<file path="config.mk">
export PLATFORM = sky130hd
export DESIGN_NAME = ps_frag_link
export DESIGN_NICKNAME = d
export VERILOG_FILES = /design/src/hdl/ps_frag_pkg.sv /design/src/hdl/ps_stream_pkg.sv /design/src/hdl/ds_width_divider.sv /design/src/hdl/ps_defragmenter_unpacker.sv /design/src/hdl/ps_frag_link.sv /design/src/hdl/ps_fragmenter_packer.sv /design/src/hdl/ps_width_expander.sv
export SDC_FILE = /design/constraint.sdc
export NUM_CORES = 1
export LEC_CHECK = 0
export ABC_CLOCK_PERIOD_IN_PS = 7700
export BUFFER_PORTS_ARGS = -buffer_cell sky130_fd_sc_hd__buf_2
export CORE_MARGIN = 8
export CORE_UTILIZATION = 30
export DETAILED_ROUTE_END_ITERATION = 7
export PLACE_DENSITY = 0.43
export SETUP_SLACK_MARGIN = 0.2
export SYNTH_ARGS = -nofsm -noshare
export SYNTH_HDL_FRONTEND = slang
export SYNTH_SLANG_ARGS = --single-unit
</file>
<file path="constraint.sdc">
create_clock -name clk -period 7.7 [get_ports clk]
set_clock_uncertainty 0.1 [all_clocks]
set_input_delay 1.54 -clock clk [delete_from_list [all_inputs] [get_ports clk]]
set_output_delay 1.54 -clock clk [all_outputs]
set_load 0.005 [all_outputs]
</file>
<file path="src/hdl/ps_frag_pkg.sv">
package ps_frag_pkg;

    // ------------------------------
    // fragment header
    // ------------------------------

    // fragment length minus one, LENGTH up to 128
    typedef logic [6:0] frag_len_t;

    // sits in the low 8 bits of the header word
    typedef struct packed {
        logic      last;                    // fragment ends the packet
        frag_len_t len;                     // data words minus one
    } frag_hdr_t;

    // ------------------------------
    // state machines
    // ------------------------------

    // fragmenter control
    typedef enum logic [1:0] {
        PK_FILL,                            // collecting words into the buffer
        PK_HEAD,                            // header word offered
        PK_SEND                             // buffer drains
    } packer_state_t;

    // defragmenter control
    typedef enum logic [1:0] {
        UP_HEAD,                            // waiting for a header word
        UP_DATA,                            // payload passes through
        UP_PAD                              // alignment words dropped
    } unpacker_state_t;

endpackage : ps_frag_pkg

</file>
<file path="src/hdl/ps_stream_pkg.sv">
package ps_stream_pkg;

    // ------------------------------
    // stream defaults
    // ------------------------------
    localparam int PS_WIDTH        = 8;     // narrow word width
    localparam int FRAG_LENGTH_DEF = 16;    // max data words per fragment
    localparam int FRAG_ALIGN_DEF  = 8;     // words per wide beat

    // ------------------------------
    // wide beat side info
    // ------------------------------

    // empty lanes in a wide beat, up to 7
    typedef logic [2:0] ps_mty_t;

    // side info of the beat in the output register
    typedef struct packed {
        ps_mty_t mty;                       // lanes padded with zeros
        logic    eop;                       // beat closes a fragment
    } ps_beat_info_t;

endpackage : ps_stream_pkg

</file>
<file path="src/hdl/ds_width_divider.sv">
`timescale 1ns/100ps

module ds_width_divider #(
    parameter int IWIDTH = 64,              // wide beat width
    parameter int FACTOR = 8                // narrow words per beat
) (
    input  logic                       clk,
    input  logic                       i_arst_n,

    input  logic [IWIDTH-1:0]          i_dat,
    input  logic                       i_val,
    output logic                       i_rdy,

    output logic [IWIDTH/FACTOR-1:0]   o_dat,
    output logic                       o_val,
    input  logic                       o_rdy
);

    localparam int OWIDTH = IWIDTH / FACTOR;
    localparam int CW     = $clog2(FACTOR + 1);

    logic [IWIDTH-1:0]   shreg;             // low word goes out first
    logic [CW-1:0]       cnt;               // words left in shreg

    // accept when empty or the last word is leaving
    assign i_rdy = (cnt == '0) | ((cnt == CW'(1)) & o_rdy);
    assign o_val = (cnt != '0);
    assign o_dat = shreg[OWIDTH-1:0];

    // ------------------------------
    // shift register
    // ------------------------------
    always_ff @(posedge clk) begin
        if (i_val && i_rdy)
            shreg <= i_dat;
        else if (o_val && o_rdy)
            shreg <= shreg >> OWIDTH;       // next lane down
    end

    always_ff @(posedge clk or negedge i_arst_n) begin
        if (!i_arst_n) begin
            cnt <= '0;
        end else begin
            if (i_val && i_rdy)
                cnt <= CW'(FACTOR);         // full beat loaded
            else if (o_val && o_rdy)
                cnt <= cnt - 1'b1;
        end
    end

endmodule : ds_width_divider

</file>
<file path="src/hdl/ps_defragmenter_unpacker.sv">
`timescale 1ns/100ps

module ps_defragmenter_unpacker
    import ps_frag_pkg::*;
#(
    parameter int WIDTH = 8,                // word width, at least 8
    parameter int ALIGN = 8                 // fragment alignment in words
) (
    input  logic               clk,
    input  logic               i_arst_n,

    // fragment stream in, no eop
    input  logic [WIDTH-1:0]   i_dat,
    input  logic               i_val,
    output logic               i_rdy,

    // packet stream out
    output logic [WIDTH-1:0]   o_dat,
    output logic               o_val,
    output logic               o_eop,
    input  logic               o_rdy
);

    localparam int PW = (ALIGN > 1) ? $clog2(ALIGN) : 1;

    // ------------------------------
    // signals
    // ------------------------------
    unpacker_state_t    state;
    frag_hdr_t          hdr_r;              // len counts down in DATA
    logic [PW-1:0]      pos_cnt;            // word position inside the beat
    logic               pos_wrap;
    logic               i_xfer;
    logic               data_last;

    assign pos_wrap  = (pos_cnt == PW'(ALIGN - 1));   // last word of a beat
    assign data_last = (hdr_r.len == '0);

    // ------------------------------
    // handshake
    // ------------------------------
    assign i_rdy  = (state == UP_DATA) ? o_rdy : 1'b1;  // header and pad dropped
    assign i_xfer = i_val & i_rdy;

    assign o_dat = i_dat;
    assign o_val = (state == UP_DATA) & i_val;
    assign o_eop = (state == UP_DATA) & data_last & hdr_r.last;

    // ------------------------------
    // control
    // ------------------------------
    always_ff @(posedge clk or negedge i_arst_n) begin
        if (!i_arst_n) begin
            state   <= UP_HEAD;
            hdr_r   <= '0;
            pos_cnt <= '0;
        end else begin
            if (i_xfer)
                pos_cnt <= pos_wrap ? '0 : pos_cnt + 1'b1;

            case (state)
                UP_HEAD: begin
                    if (i_xfer) begin
                        hdr_r <= frag_hdr_t'(i_dat[$bits(frag_hdr_t)-1:0]);
                        state <= UP_DATA;
                    end
                end
                UP_DATA: begin
                    if (i_xfer) begin
                        if (data_last)
                            state <= pos_wrap ? UP_HEAD : UP_PAD;
                        else
                            hdr_r.len <= hdr_r.len - 1'b1;
                    end
                end
                UP_PAD: begin
                    if (i_xfer && pos_wrap)     // beat boundary reached
                        state <= UP_HEAD;
                end
                default: state <= UP_HEAD;
            endcase
        end
    end

endmodule : ps_defragmenter_unpacker

</file>
<file path="src/hdl/ps_frag_link.sv">
`timescale 1ns/100ps

module ps_frag_link
    import ps_stream_pkg::*;
#(
    parameter int    WIDTH   = PS_WIDTH,
    parameter int    LENGTH  = FRAG_LENGTH_DEF,
    parameter int    ALIGN   = FRAG_ALIGN_DEF,   // 2 to 8
    parameter string RAMTYPE = "AUTO"
) (
    input  logic               clk,
    input  logic               i_arst_n,

    input  logic [WIDTH-1:0]   i_dat,
    input  logic               i_val,
    input  logic               i_eop,
    output logic               i_rdy,

    output logic [WIDTH-1:0]   o_dat,
    output logic               o_val,
    output logic               o_eop,
    input  logic               o_rdy
);

    // ------------------------------
    // inter-stage links
    // ------------------------------
    logic [WIDTH-1:0]         pack_dat;     // fragments with headers
    logic                     pack_val;
    logic                     pack_eop;     // end of fragment
    logic                     pack_rdy;

    logic [ALIGN*WIDTH-1:0]   ds_dat;       // wide beats
    logic                     ds_val;
    logic                     ds_rdy;

    logic [WIDTH-1:0]         unpack_dat;   // padded word stream
    logic                     unpack_val;
    logic                     unpack_rdy;

    ps_fragmenter_packer #(
        .WIDTH   (WIDTH),
        .LENGTH  (LENGTH),
        .RAMTYPE (RAMTYPE)
    ) u_packer (
        .clk      (clk),
        .i_arst_n (i_arst_n),
        .i_dat    (i_dat),
        .i_val    (i_val),
        .i_eop    (i_eop),
        .i_rdy    (i_rdy),
        .o_dat    (pack_dat),
        .o_val    (pack_val),
        .o_eop    (pack_eop),
        .o_rdy    (pack_rdy)
    );

    ps_width_expander #(
        .WIDTH (WIDTH),
        .COUNT (ALIGN)
    ) u_expander (
        .clk      (clk),
        .i_arst_n (i_arst_n),
        .i_dat    (pack_dat),
        .i_val    (pack_val),
        .i_eop    (pack_eop),
        .i_rdy    (pack_rdy),
        .o_dat    (ds_dat),
        .o_mty    (),                       // padding is found from the header
        .o_val    (ds_val),
        .o_eop    (),
        .o_rdy    (ds_rdy)
    );

    ds_width_divider #(
        .IWIDTH (WIDTH * ALIGN),
        .FACTOR (ALIGN)
    ) u_divider (
        .clk      (clk),
        .i_arst_n (i_arst_n),
        .i_dat    (ds_dat),
        .i_val    (ds_val),
        .i_rdy    (ds_rdy),
        .o_dat    (unpack_dat),
        .o_val    (unpack_val),
        .o_rdy    (unpack_rdy)
    );

    ps_defragmenter_unpacker #(
        .WIDTH (WIDTH),
        .ALIGN (ALIGN)
    ) u_unpacker (
        .clk      (clk),
        .i_arst_n (i_arst_n),
        .i_dat    (unpack_dat),
        .i_val    (unpack_val),
        .i_rdy    (unpack_rdy),
        .o_dat    (o_dat),
        .o_val    (o_val),
        .o_eop    (o_eop),
        .o_rdy    (o_rdy)
    );

endmodule : ps_frag_link

</file>
<file path="src/hdl/ps_fragmenter_packer.sv">
`timescale 1ns/100ps

module ps_fragmenter_packer
    import ps_frag_pkg::*;
#(
    parameter int    WIDTH   = 8,           // word width, at least 8
    parameter int    LENGTH  = 16,          // max data words per fragment
    parameter string RAMTYPE = "AUTO"       // memory style of the buffer
) (
    input  logic               clk,
    input  logic               i_arst_n,

    // packet stream in
    input  logic [WIDTH-1:0]   i_dat,
    input  logic               i_val,
    input  logic               i_eop,
    output logic               i_rdy,

    // fragment stream out
    output logic [WIDTH-1:0]   o_dat,
    output logic               o_val,
    output logic               o_eop,
    input  logic               o_rdy
);

    localparam int AW = (LENGTH > 1) ? $clog2(LENGTH) : 1;

    // ------------------------------
    // signals
    // ------------------------------
    (* ramstyle = RAMTYPE *)
    logic [WIDTH-1:0]   mem [LENGTH];       // fragment buffer

    packer_state_t      state;
    logic [AW-1:0]      wr_cnt;             // next write slot
    logic [AW-1:0]      rd_cnt;             // next word to send
    frag_hdr_t          hdr_r;              // header of the buffered fragment
    logic [WIDTH-1:0]   hdr_word;

    logic               wr_en;
    logic               frag_full;
    logic               rd_last;
    logic               o_xfer;

    // ------------------------------
    // handshake and flags
    // ------------------------------
    assign i_rdy     = (state == PK_FILL);
    assign wr_en     = i_val & i_rdy;
    assign frag_full = (wr_cnt == AW'(LENGTH - 1));

    assign o_val   = (state != PK_FILL);
    assign o_xfer  = o_val & o_rdy;
    assign rd_last = (frag_len_t'(rd_cnt) == hdr_r.len);   // final data word
    assign o_eop   = (state == PK_SEND) & rd_last;

    // header in the low bits, upper bits zero
    always_comb begin
        hdr_word = '0;
        hdr_word[$bits(frag_hdr_t)-1:0] = hdr_r;
    end

    assign o_dat = (state == PK_HEAD) ? hdr_word : mem[rd_cnt];

    // ------------------------------
    // buffer write
    // ------------------------------
    always_ff @(posedge clk) begin
        if (wr_en) begin
            mem[wr_cnt] <= i_dat;
        end
    end

    // ------------------------------
    // control
    // ------------------------------
    always_ff @(posedge clk or negedge i_arst_n) begin
        if (!i_arst_n) begin
            state  <= PK_FILL;
            wr_cnt <= '0;
            rd_cnt <= '0;
            hdr_r  <= '0;
        end else begin
            case (state)
                PK_FILL: begin
                    if (wr_en) begin
                        if (i_eop || frag_full) begin    // fragment closed
                            state     <= PK_HEAD;
                            hdr_r.last <= i_eop;
                            hdr_r.len  <= frag_len_t'(wr_cnt);
                        end else begin
                            wr_cnt <= wr_cnt + 1'b1;
                        end
                    end
                end
                PK_HEAD: begin
                    if (o_xfer) begin
                        state  <= PK_SEND;
                        rd_cnt <= '0;
                    end
                end
                PK_SEND: begin
                    if (o_xfer) begin
                        if (rd_last) begin               // buffer empty again
                            state  <= PK_FILL;
                            wr_cnt <= '0;
                        end else begin
                            rd_cnt <= rd_cnt + 1'b1;
                        end
                    end
                end
                default: state <= PK_FILL;
            endcase
        end
    end

endmodule : ps_fragmenter_packer

</file>
<file path="src/hdl/ps_width_expander.sv">
`timescale 1ns/100ps

module ps_width_expander
    import ps_stream_pkg::*;
#(
    parameter int WIDTH = 8,                // narrow word width
    parameter int COUNT = 8                 // words per wide beat
) (
    input  logic                     clk,
    input  logic                     i_arst_n,

    input  logic [WIDTH-1:0]         i_dat,
    input  logic                     i_val,
    input  logic                     i_eop,
    output logic                     i_rdy,

    output logic [COUNT*WIDTH-1:0]   o_dat,
    output ps_mty_t                  o_mty,
    output logic                     o_val,
    output logic                     o_eop,
    input  logic                     o_rdy
);

    localparam int LW = $clog2(COUNT);

    logic [LW-1:0]                   lane_cnt;  // next lane to fill
    logic [COUNT-1:0][WIDTH-1:0]     acc;       // gathered lanes
    logic [COUNT-1:0][WIDTH-1:0]     beat;
    logic [COUNT-1:0][WIDTH-1:0]     beat_r;    // output register
    ps_beat_info_t                   info;
    ps_beat_info_t                   info_r;
    logic                            o_val_r;
    logic                            i_xfer;
    logic                            close;

    assign i_rdy  = ~o_val_r | o_rdy;       // one beat deep
    assign i_xfer = i_val & i_rdy;
    assign close  = i_eop | (lane_cnt == LW'(COUNT - 1));

    // beat as it would be loaded, lanes above the new word are zero
    always_comb begin
        for (int l = 0; l < COUNT; l++) begin
            if (l < int'(lane_cnt))
                beat[l] = acc[l];
            else if (l == int'(lane_cnt))
                beat[l] = i_dat;
            else
                beat[l] = '0;
        end
        info.mty = ps_mty_t'(COUNT - 1 - int'(lane_cnt));
        info.eop = i_eop;
    end

    // ------------------------------
    // lane gather and output register
    // ------------------------------
    always_ff @(posedge clk) begin
        if (i_xfer) begin
            acc[lane_cnt] <= i_dat;
            if (close) begin
                beat_r <= beat;
                info_r <= info;
            end
        end
    end

    always_ff @(posedge clk or negedge i_arst_n) begin
        if (!i_arst_n) begin
            lane_cnt <= '0;
            o_val_r  <= 1'b0;
        end else begin
            if (i_xfer)
                lane_cnt <= close ? '0 : lane_cnt + 1'b1;
            if (i_xfer && close)
                o_val_r <= 1'b1;
            else if (o_rdy)
                o_val_r <= 1'b0;            // beat taken
        end
    end

    assign o_dat = beat_r;
    assign o_mty = info_r.mty;
    assign o_eop = info_r.eop;
    assign o_val = o_val_r;

endmodule : ps_width_expander

</file>
; Word-level counts from Yosys, hierarchy flattened
; Memories as Yosys holds them, arrays and structs flattened.
; Index checks and enable logic that the tools add are counted.
[totals]
word_cells = 165
register_bits = 228
memories = 1
out_inout_bits = 11
mem_bits_rw = 128
[classes]
n_bitwise = 12
addsub = 6
magnitude_cmp = 9
reduce_logical = 26
n_mux = 54
n_eq_ne = 28
[memory_table]
columns = name, words, width, rd, rd_ports_with_merged_regs, wr, line
row1 = u_packer.mem, 16, 8, 1, 0, 1, ps_fragmenter_packer.sv:32  ; logic [WIDTH-1:0] mem [LENGTH];
[op_table]
columns = operator, count
row1 = $mux W64, 2
row2 = $mux W8, 16
row3 = $bwmux W64, 1
row4 = $mux W4, 9
row5 = $demux W8 S3, 1
row6 = $mux W7, 3
row7 = $mux W2, 10
row8 = $pmux W4 S2, 2
row9 = $ne A2 B1 Y1 const B, 7
row10 = $pmux W7 S2, 1
row11 = $eq A3 B3 Y1 const A, 4
row12 = $pmux W2 S3, 2
row13 = $reduce_and A4 Y1, 3
row14 = $reduce_bool A2 Y1, 6
row15 = $ne A2 B2 Y1 const B, 5
row16 = $reduce_and A5 Y1, 2
row17 = $lt A3 B3 Y1 const A, 3
row18 = $add A4 B1 Y4 const B, 2
row19 = $and A1 B1 Y1, 8
row20 = $logic_not A7 Y1, 1
row21 = $sub A7 B1 Y7 const B, 1
row22 = $add A3 B1 Y3 const B, 2
row23 = $eq A2 B3 Y1 const A, 2
row24 = $eq A3 B3 Y1 const B, 2
row25 = other kinds (23), 40

; Longest topological paths before layout
[logic_depth]
ltp_word = 8
ltp_mapped = 10
ltp_nobuf = 7

; Modules after synthesis
; A second synthesis with hierarchy kept.
[hier_totals]
cells_unflattened = 945
area_unflattened_um2 = 14936.8
[by_module_without_submodules]
columns = module, cells_per_inst, area_each_um2, instances, seq_area_each_um2
row1 = ps_fragmenter_packer, 365, 6023.3, 1, 4219.0
row2 = ps_width_expander, 321, 4911.0, 1, 3823.7
row3 = ds_width_divider, 172, 3166.8, 1, 2021.9
row4 = ps_defragmenter_unpacker, 87, 835.8, 1, 325.3

; Least setup slack after synthesis
; OpenSTA, ideal clock, no wires.
[synth_path]
path_kind = input to register
from = input o_rdy
to = register u_divider.shreg[0], enable pin
setup_time_ns = 0.688
arrival_ns = 3.841
path_slack_ns = 3.072
stages = 6
cell_sequence = nor4b_1 nor4_2 nand2_1 buf_2 buf_1 nand2_1
[synth_via]
elab_chain_cells = 5
word_cells_on_any_way = 6
[synth_rtl]
columns = element, line
row1 = from (decl), ps_frag_link.sv:22  ; input logic o_rdy
row2 = $mux W1 (*), ps_defragmenter_unpacker.sv:42  ; assign i_rdy = (state == UP_DATA) ? o_rdy : 1'b1;
row3 = $and A1 B1 Y1, ds_width_divider.sv:26  ; assign i_rdy = (cnt == '0) | ((cnt == CW'(1)) & o_rdy);
row4 = $or A1 B1 Y1, ds_width_divider.sv:26
row5 = $logic_and A1 B1 Y1, ds_width_divider.sv:34  ; if (i_val && i_rdy)
row6 = $reduce_bool A2 Y1 (no line) (*), --
row7 = to (signal assigned), ds_width_divider.sv:35  ; shreg <= i_dat;
row8 = to (signal assigned), ds_width_divider.sv:37  ; shreg <= shreg >> OWIDTH;
row9 = to (decl), ds_width_divider.sv:22  ; logic [IWIDTH-1:0] shreg;
; Every way passes the cells marked *; elsewhere a longest branch is shown, timed or not.
; A chain may end at the register's enable or synchronous reset.

; Worst setup path in the final report
[layout_path]
from = input o_rdy
to = register u_divider.shreg[21], enable pin
; Same word-level chain as after synthesis.

==> summary.md <==
| Metric | Value |
|---|---|
| RePlAce Congestion | `0.734` |
| Grt ovf | `0` |
| Crit. path cell count | `7` |
| Residual DRC | `0` |
| Unique masters post-synth | `59` |
| IO Count | `24` |
| Max Clk Rate | `246 MHz` |
| Max clock buf depth | `3` |
| Core ar. | `47500 sq um` |
| CP cell instances | `buf_2, nor4b_1, nor4_2, nand2_2, buf_4, nand2_2, buf_4` |
| Top cells by area, synth | `edfxtp_1 65%, dfrtp_1 6.3%, nand2_1 5.0%` |
| Sw Share | `0.319` |
| DR WL/cell | `19.5 um` |
| Final Hold Viols | `0` |
| Final setup viols | `0` |
| IO buf count | `23` |
| Period minus WS final | `4.07 ns` |
| Worst-Margin Slew | `1.07 ns` |
| Gate count of the mapped netlist | `996` |
| Die ar. | `55100 sq um` |
| Root Driver | `clkbuf_16` |
| Slew Viols, Final | `0` |
| Power Dens Cells | `381 nW/um^2` |
| Max_cap viols | `0` |
| Net Switching | `1.97 mW` |
| Depth of the most critical reg-to-reg path | `8` |
| Ys Warns | `0` |
| Vias in the first global route | `7910` |
| Row count | `80` |
| Drt pass-1 iters | `5` |
| Slowest Stage Delay on Critical Path | `0.62 ns` |
| Routed vias | `7773` |
| Crit Reg-Reg Endpoint | `u_divider.shreg[21]` |
| VDD IR max | `0.170 mV` |
| Inserted Clock Buffers | `40` |
| WS Path Type | `input pin to register` |
| Global Route Usage Sum | `0.115` |
| Post-cts sizing count | `0` |
| Seq pwr share | `0.448` |
| Power Internal | `4.21 mW` |
| Crit Path Max Fanout | `58` |
| Most frequent cell after synthesis | `edfxtp_1` |
| R2R Path Start | `u_divider.cnt[0]` |
| Unrepaired setup endpoints after global routing | `no` |
| CP Launch Point | `o_rdy` |
| Area Overhead vs Synth | `13.2%` |
| Hold Slack | `0.392 ns` |
| Cell taking the most area after synthesis | `edfxtp_1` |
| DP HPWL | `21.2 mm` |
| First-pass GRT wire length | `49.1 mm` |
| Routed wire length | `32.2 mm` |
| Gate power share | `0.251` |
| Hold bufs inserted after CTS | `0` |
| Normalized max-slew margin | `0.280` |
| Worst min path class | `register to register` |
| Final setup TNS | `0 ns` |
| Status | `completed` |
| Crit path to | `u_divider.shreg[21]` |
| Die Wd | `235 um` |
| Setup bufs post-CTS | `0` |
| Initial Util | `0.302` |
| Register area share after synthesis | `0.715` |
| Startpoint class of the critical path | `input pin` |
| Top FF cell, synth | `edfxtp_1` |
| Initial antenna violation count | `0` |
| Avg Cell Area, Syn | `14.4 sq um` |
| P_leak | `5.78 nW` |
| Critical Path Slowest Stage Cell | `nor4b_1` |
| Share of layout cells above drive strength 1 | `0.116` |
| Die Ht | `235 um` |
| Vias per cell | `4.71` |
| Clock latency on the worst-skew pair | `0.54 ns` |
| Clock transition at path regs | `0.06 ns` |
| Largest net degree at the start of global routing | `65` |
| EDFF count, synth | `312` |
| Clock power frac | `0.301` |
| Reg-to-reg setup timing slack | `3.99 ns` |
| CP endpoint kind | `register` |
| N_diodes | `0` |
| CP required | `7.84 ns` |
| Post-route clock period utilization | `0.528` |
| CP delay by family, top | `simple AND/OR/NAND/NOR gates` |
| 1st-iter DRT viols | `582` |
| Htree depth | `2` |
| Nets | `1036` |
| Arr. time, crit path | `4.21 ns` |
| Commonest cells in the netlist | `312 x edfxtp_1, 193 x nand2_1, 45 x a22o_1, 43 x mux2i_1, 37 x nor2_1` |
| CTS tree | `yes` |
| Post-layout util | `0.342` |
| Antenna Nets Post-Route | `0` |
| Syn Nets | `1027` |
| FF+latch count, synth | `348` |
| Top cell type's share of synthesized area | `0.652` |
| Ys async rst share | `0.103` |
| Cell Area, Synth | `14400 sq um` |
| CTS sink count | `348` |
| CP bufs+invs | `3` |
[per-layer routing]
layer  track usage  routed length [um]  vias up
met5             0                   0        -
met4        0.0404                 814        0
met3        0.0231                1280       54
met2         0.184               14900      142
met1         0.153               15200     3839
li1              -                   -     3738
[metrics by stage]
step	cells	worst slack [ns]	area, sq um	power (mW)
global placement	1578	3.07	15000	4.41
CTS	1651	3.59	16300	6.29
finish	1651	3.63	16300	6.19
global route	1651	3.41	16300	6.52
detailed placement	1578	3.01	15000	4.41
floorplan	996	3.07	14400	3.90
[layout by cell type, fill, tap and decap left out, drive strengths merged, types with 2 or more instances in the layout]
cell	n
clkinv	11
nand3	2
mux2i	43
inv	15
and2	29
o21ai	28
ha	18
o22ai	20
a21oi	11
a22oi	5
xor2	2
a22o	45
o31ai	2
clkbuf	58
a32o	5
nand4	3
a221oi	4
a32oi	2
nor3	14
bufinv	2
nor2	37
nand2b	7
nand2	193
mux4	6
o32a	5
dfrtp	36
buf	30
nor4	3
nor4b	2
and3	19
xnor2	7
a31oi	2
or3	8
a211oi	2
mux2	25
nor3b	3
nor2b	7
edfxtp	312
[cell type report]
type,count,area (sq um)
Clock buffer,58,1160
Clock inverter,15,136
Fill cell,4616,31300
Inverter,14,52.6
Multi-Input combinational cell,571,3700
Sequential cell,348,10300
Tap cell,615,769
Timing Repair Buffer,30,168
[worst min path at each step]
stage,startpoint,endpoint,cells after the start
after floorplan,u_unpacker.hdr_r[5],u_unpacker.hdr_r[5],2
after global placement,u_unpacker.pos_cnt[1],u_unpacker.pos_cnt[1],2
after detailed placement,u_unpacker.pos_cnt[1],u_unpacker.pos_cnt[1],2
after CTS,u_expander.o_dat[34],u_divider.shreg[34],2
after global routing,u_unpacker.pos_cnt[2],u_unpacker.pos_cnt[2],1
final,u_unpacker.pos_cnt[1],u_unpacker.pos_cnt[1],2
[worst min-delay path, cell delays in order (launching register included)]
cell and delay [ns]:
dfrtp_1 0.35, nand2_1 0.05, o21ai_1 0.06
[power by group through the flow]
stage               Combinational (mW)  Sequential (mW)  Clock (mW)
floorplan                         1.19             2.70           0
global placement                  1.59             2.82           0
detailed placement                1.59             2.82           0
CTS                               1.59             2.78        1.92
global route                      1.73             2.81        1.98
finish                            1.55             2.77        1.86
[flip-flops by register name, summed over array words and instances, names as in the netlist, 5 cells and up]
name / count
u_packer.hdr_r: 5
u_divider.shreg: 64
u_expander.o_dat: 64
u_unpacker.hdr_r: 8
u_expander.acc: 56
u_packer.mem: 128
[cell families (layout without fill, tap and decap cells)]
logic type / after synthesis / count (layout) / share of synthesized area
compound gates: 140 / 140 / 0.0722
xor+xnor: 9 / 9 / 0.00549
fa+ha+maj: 18 / 18 / 0.0157
buf+inv: 77 / 117 / 0.0280
flops: 348 / 348 / 0.715
mux: 74 / 74 / 0.0590
simple gates: 330 / 330 / 0.105
Power figures use the tool's default switching activity.
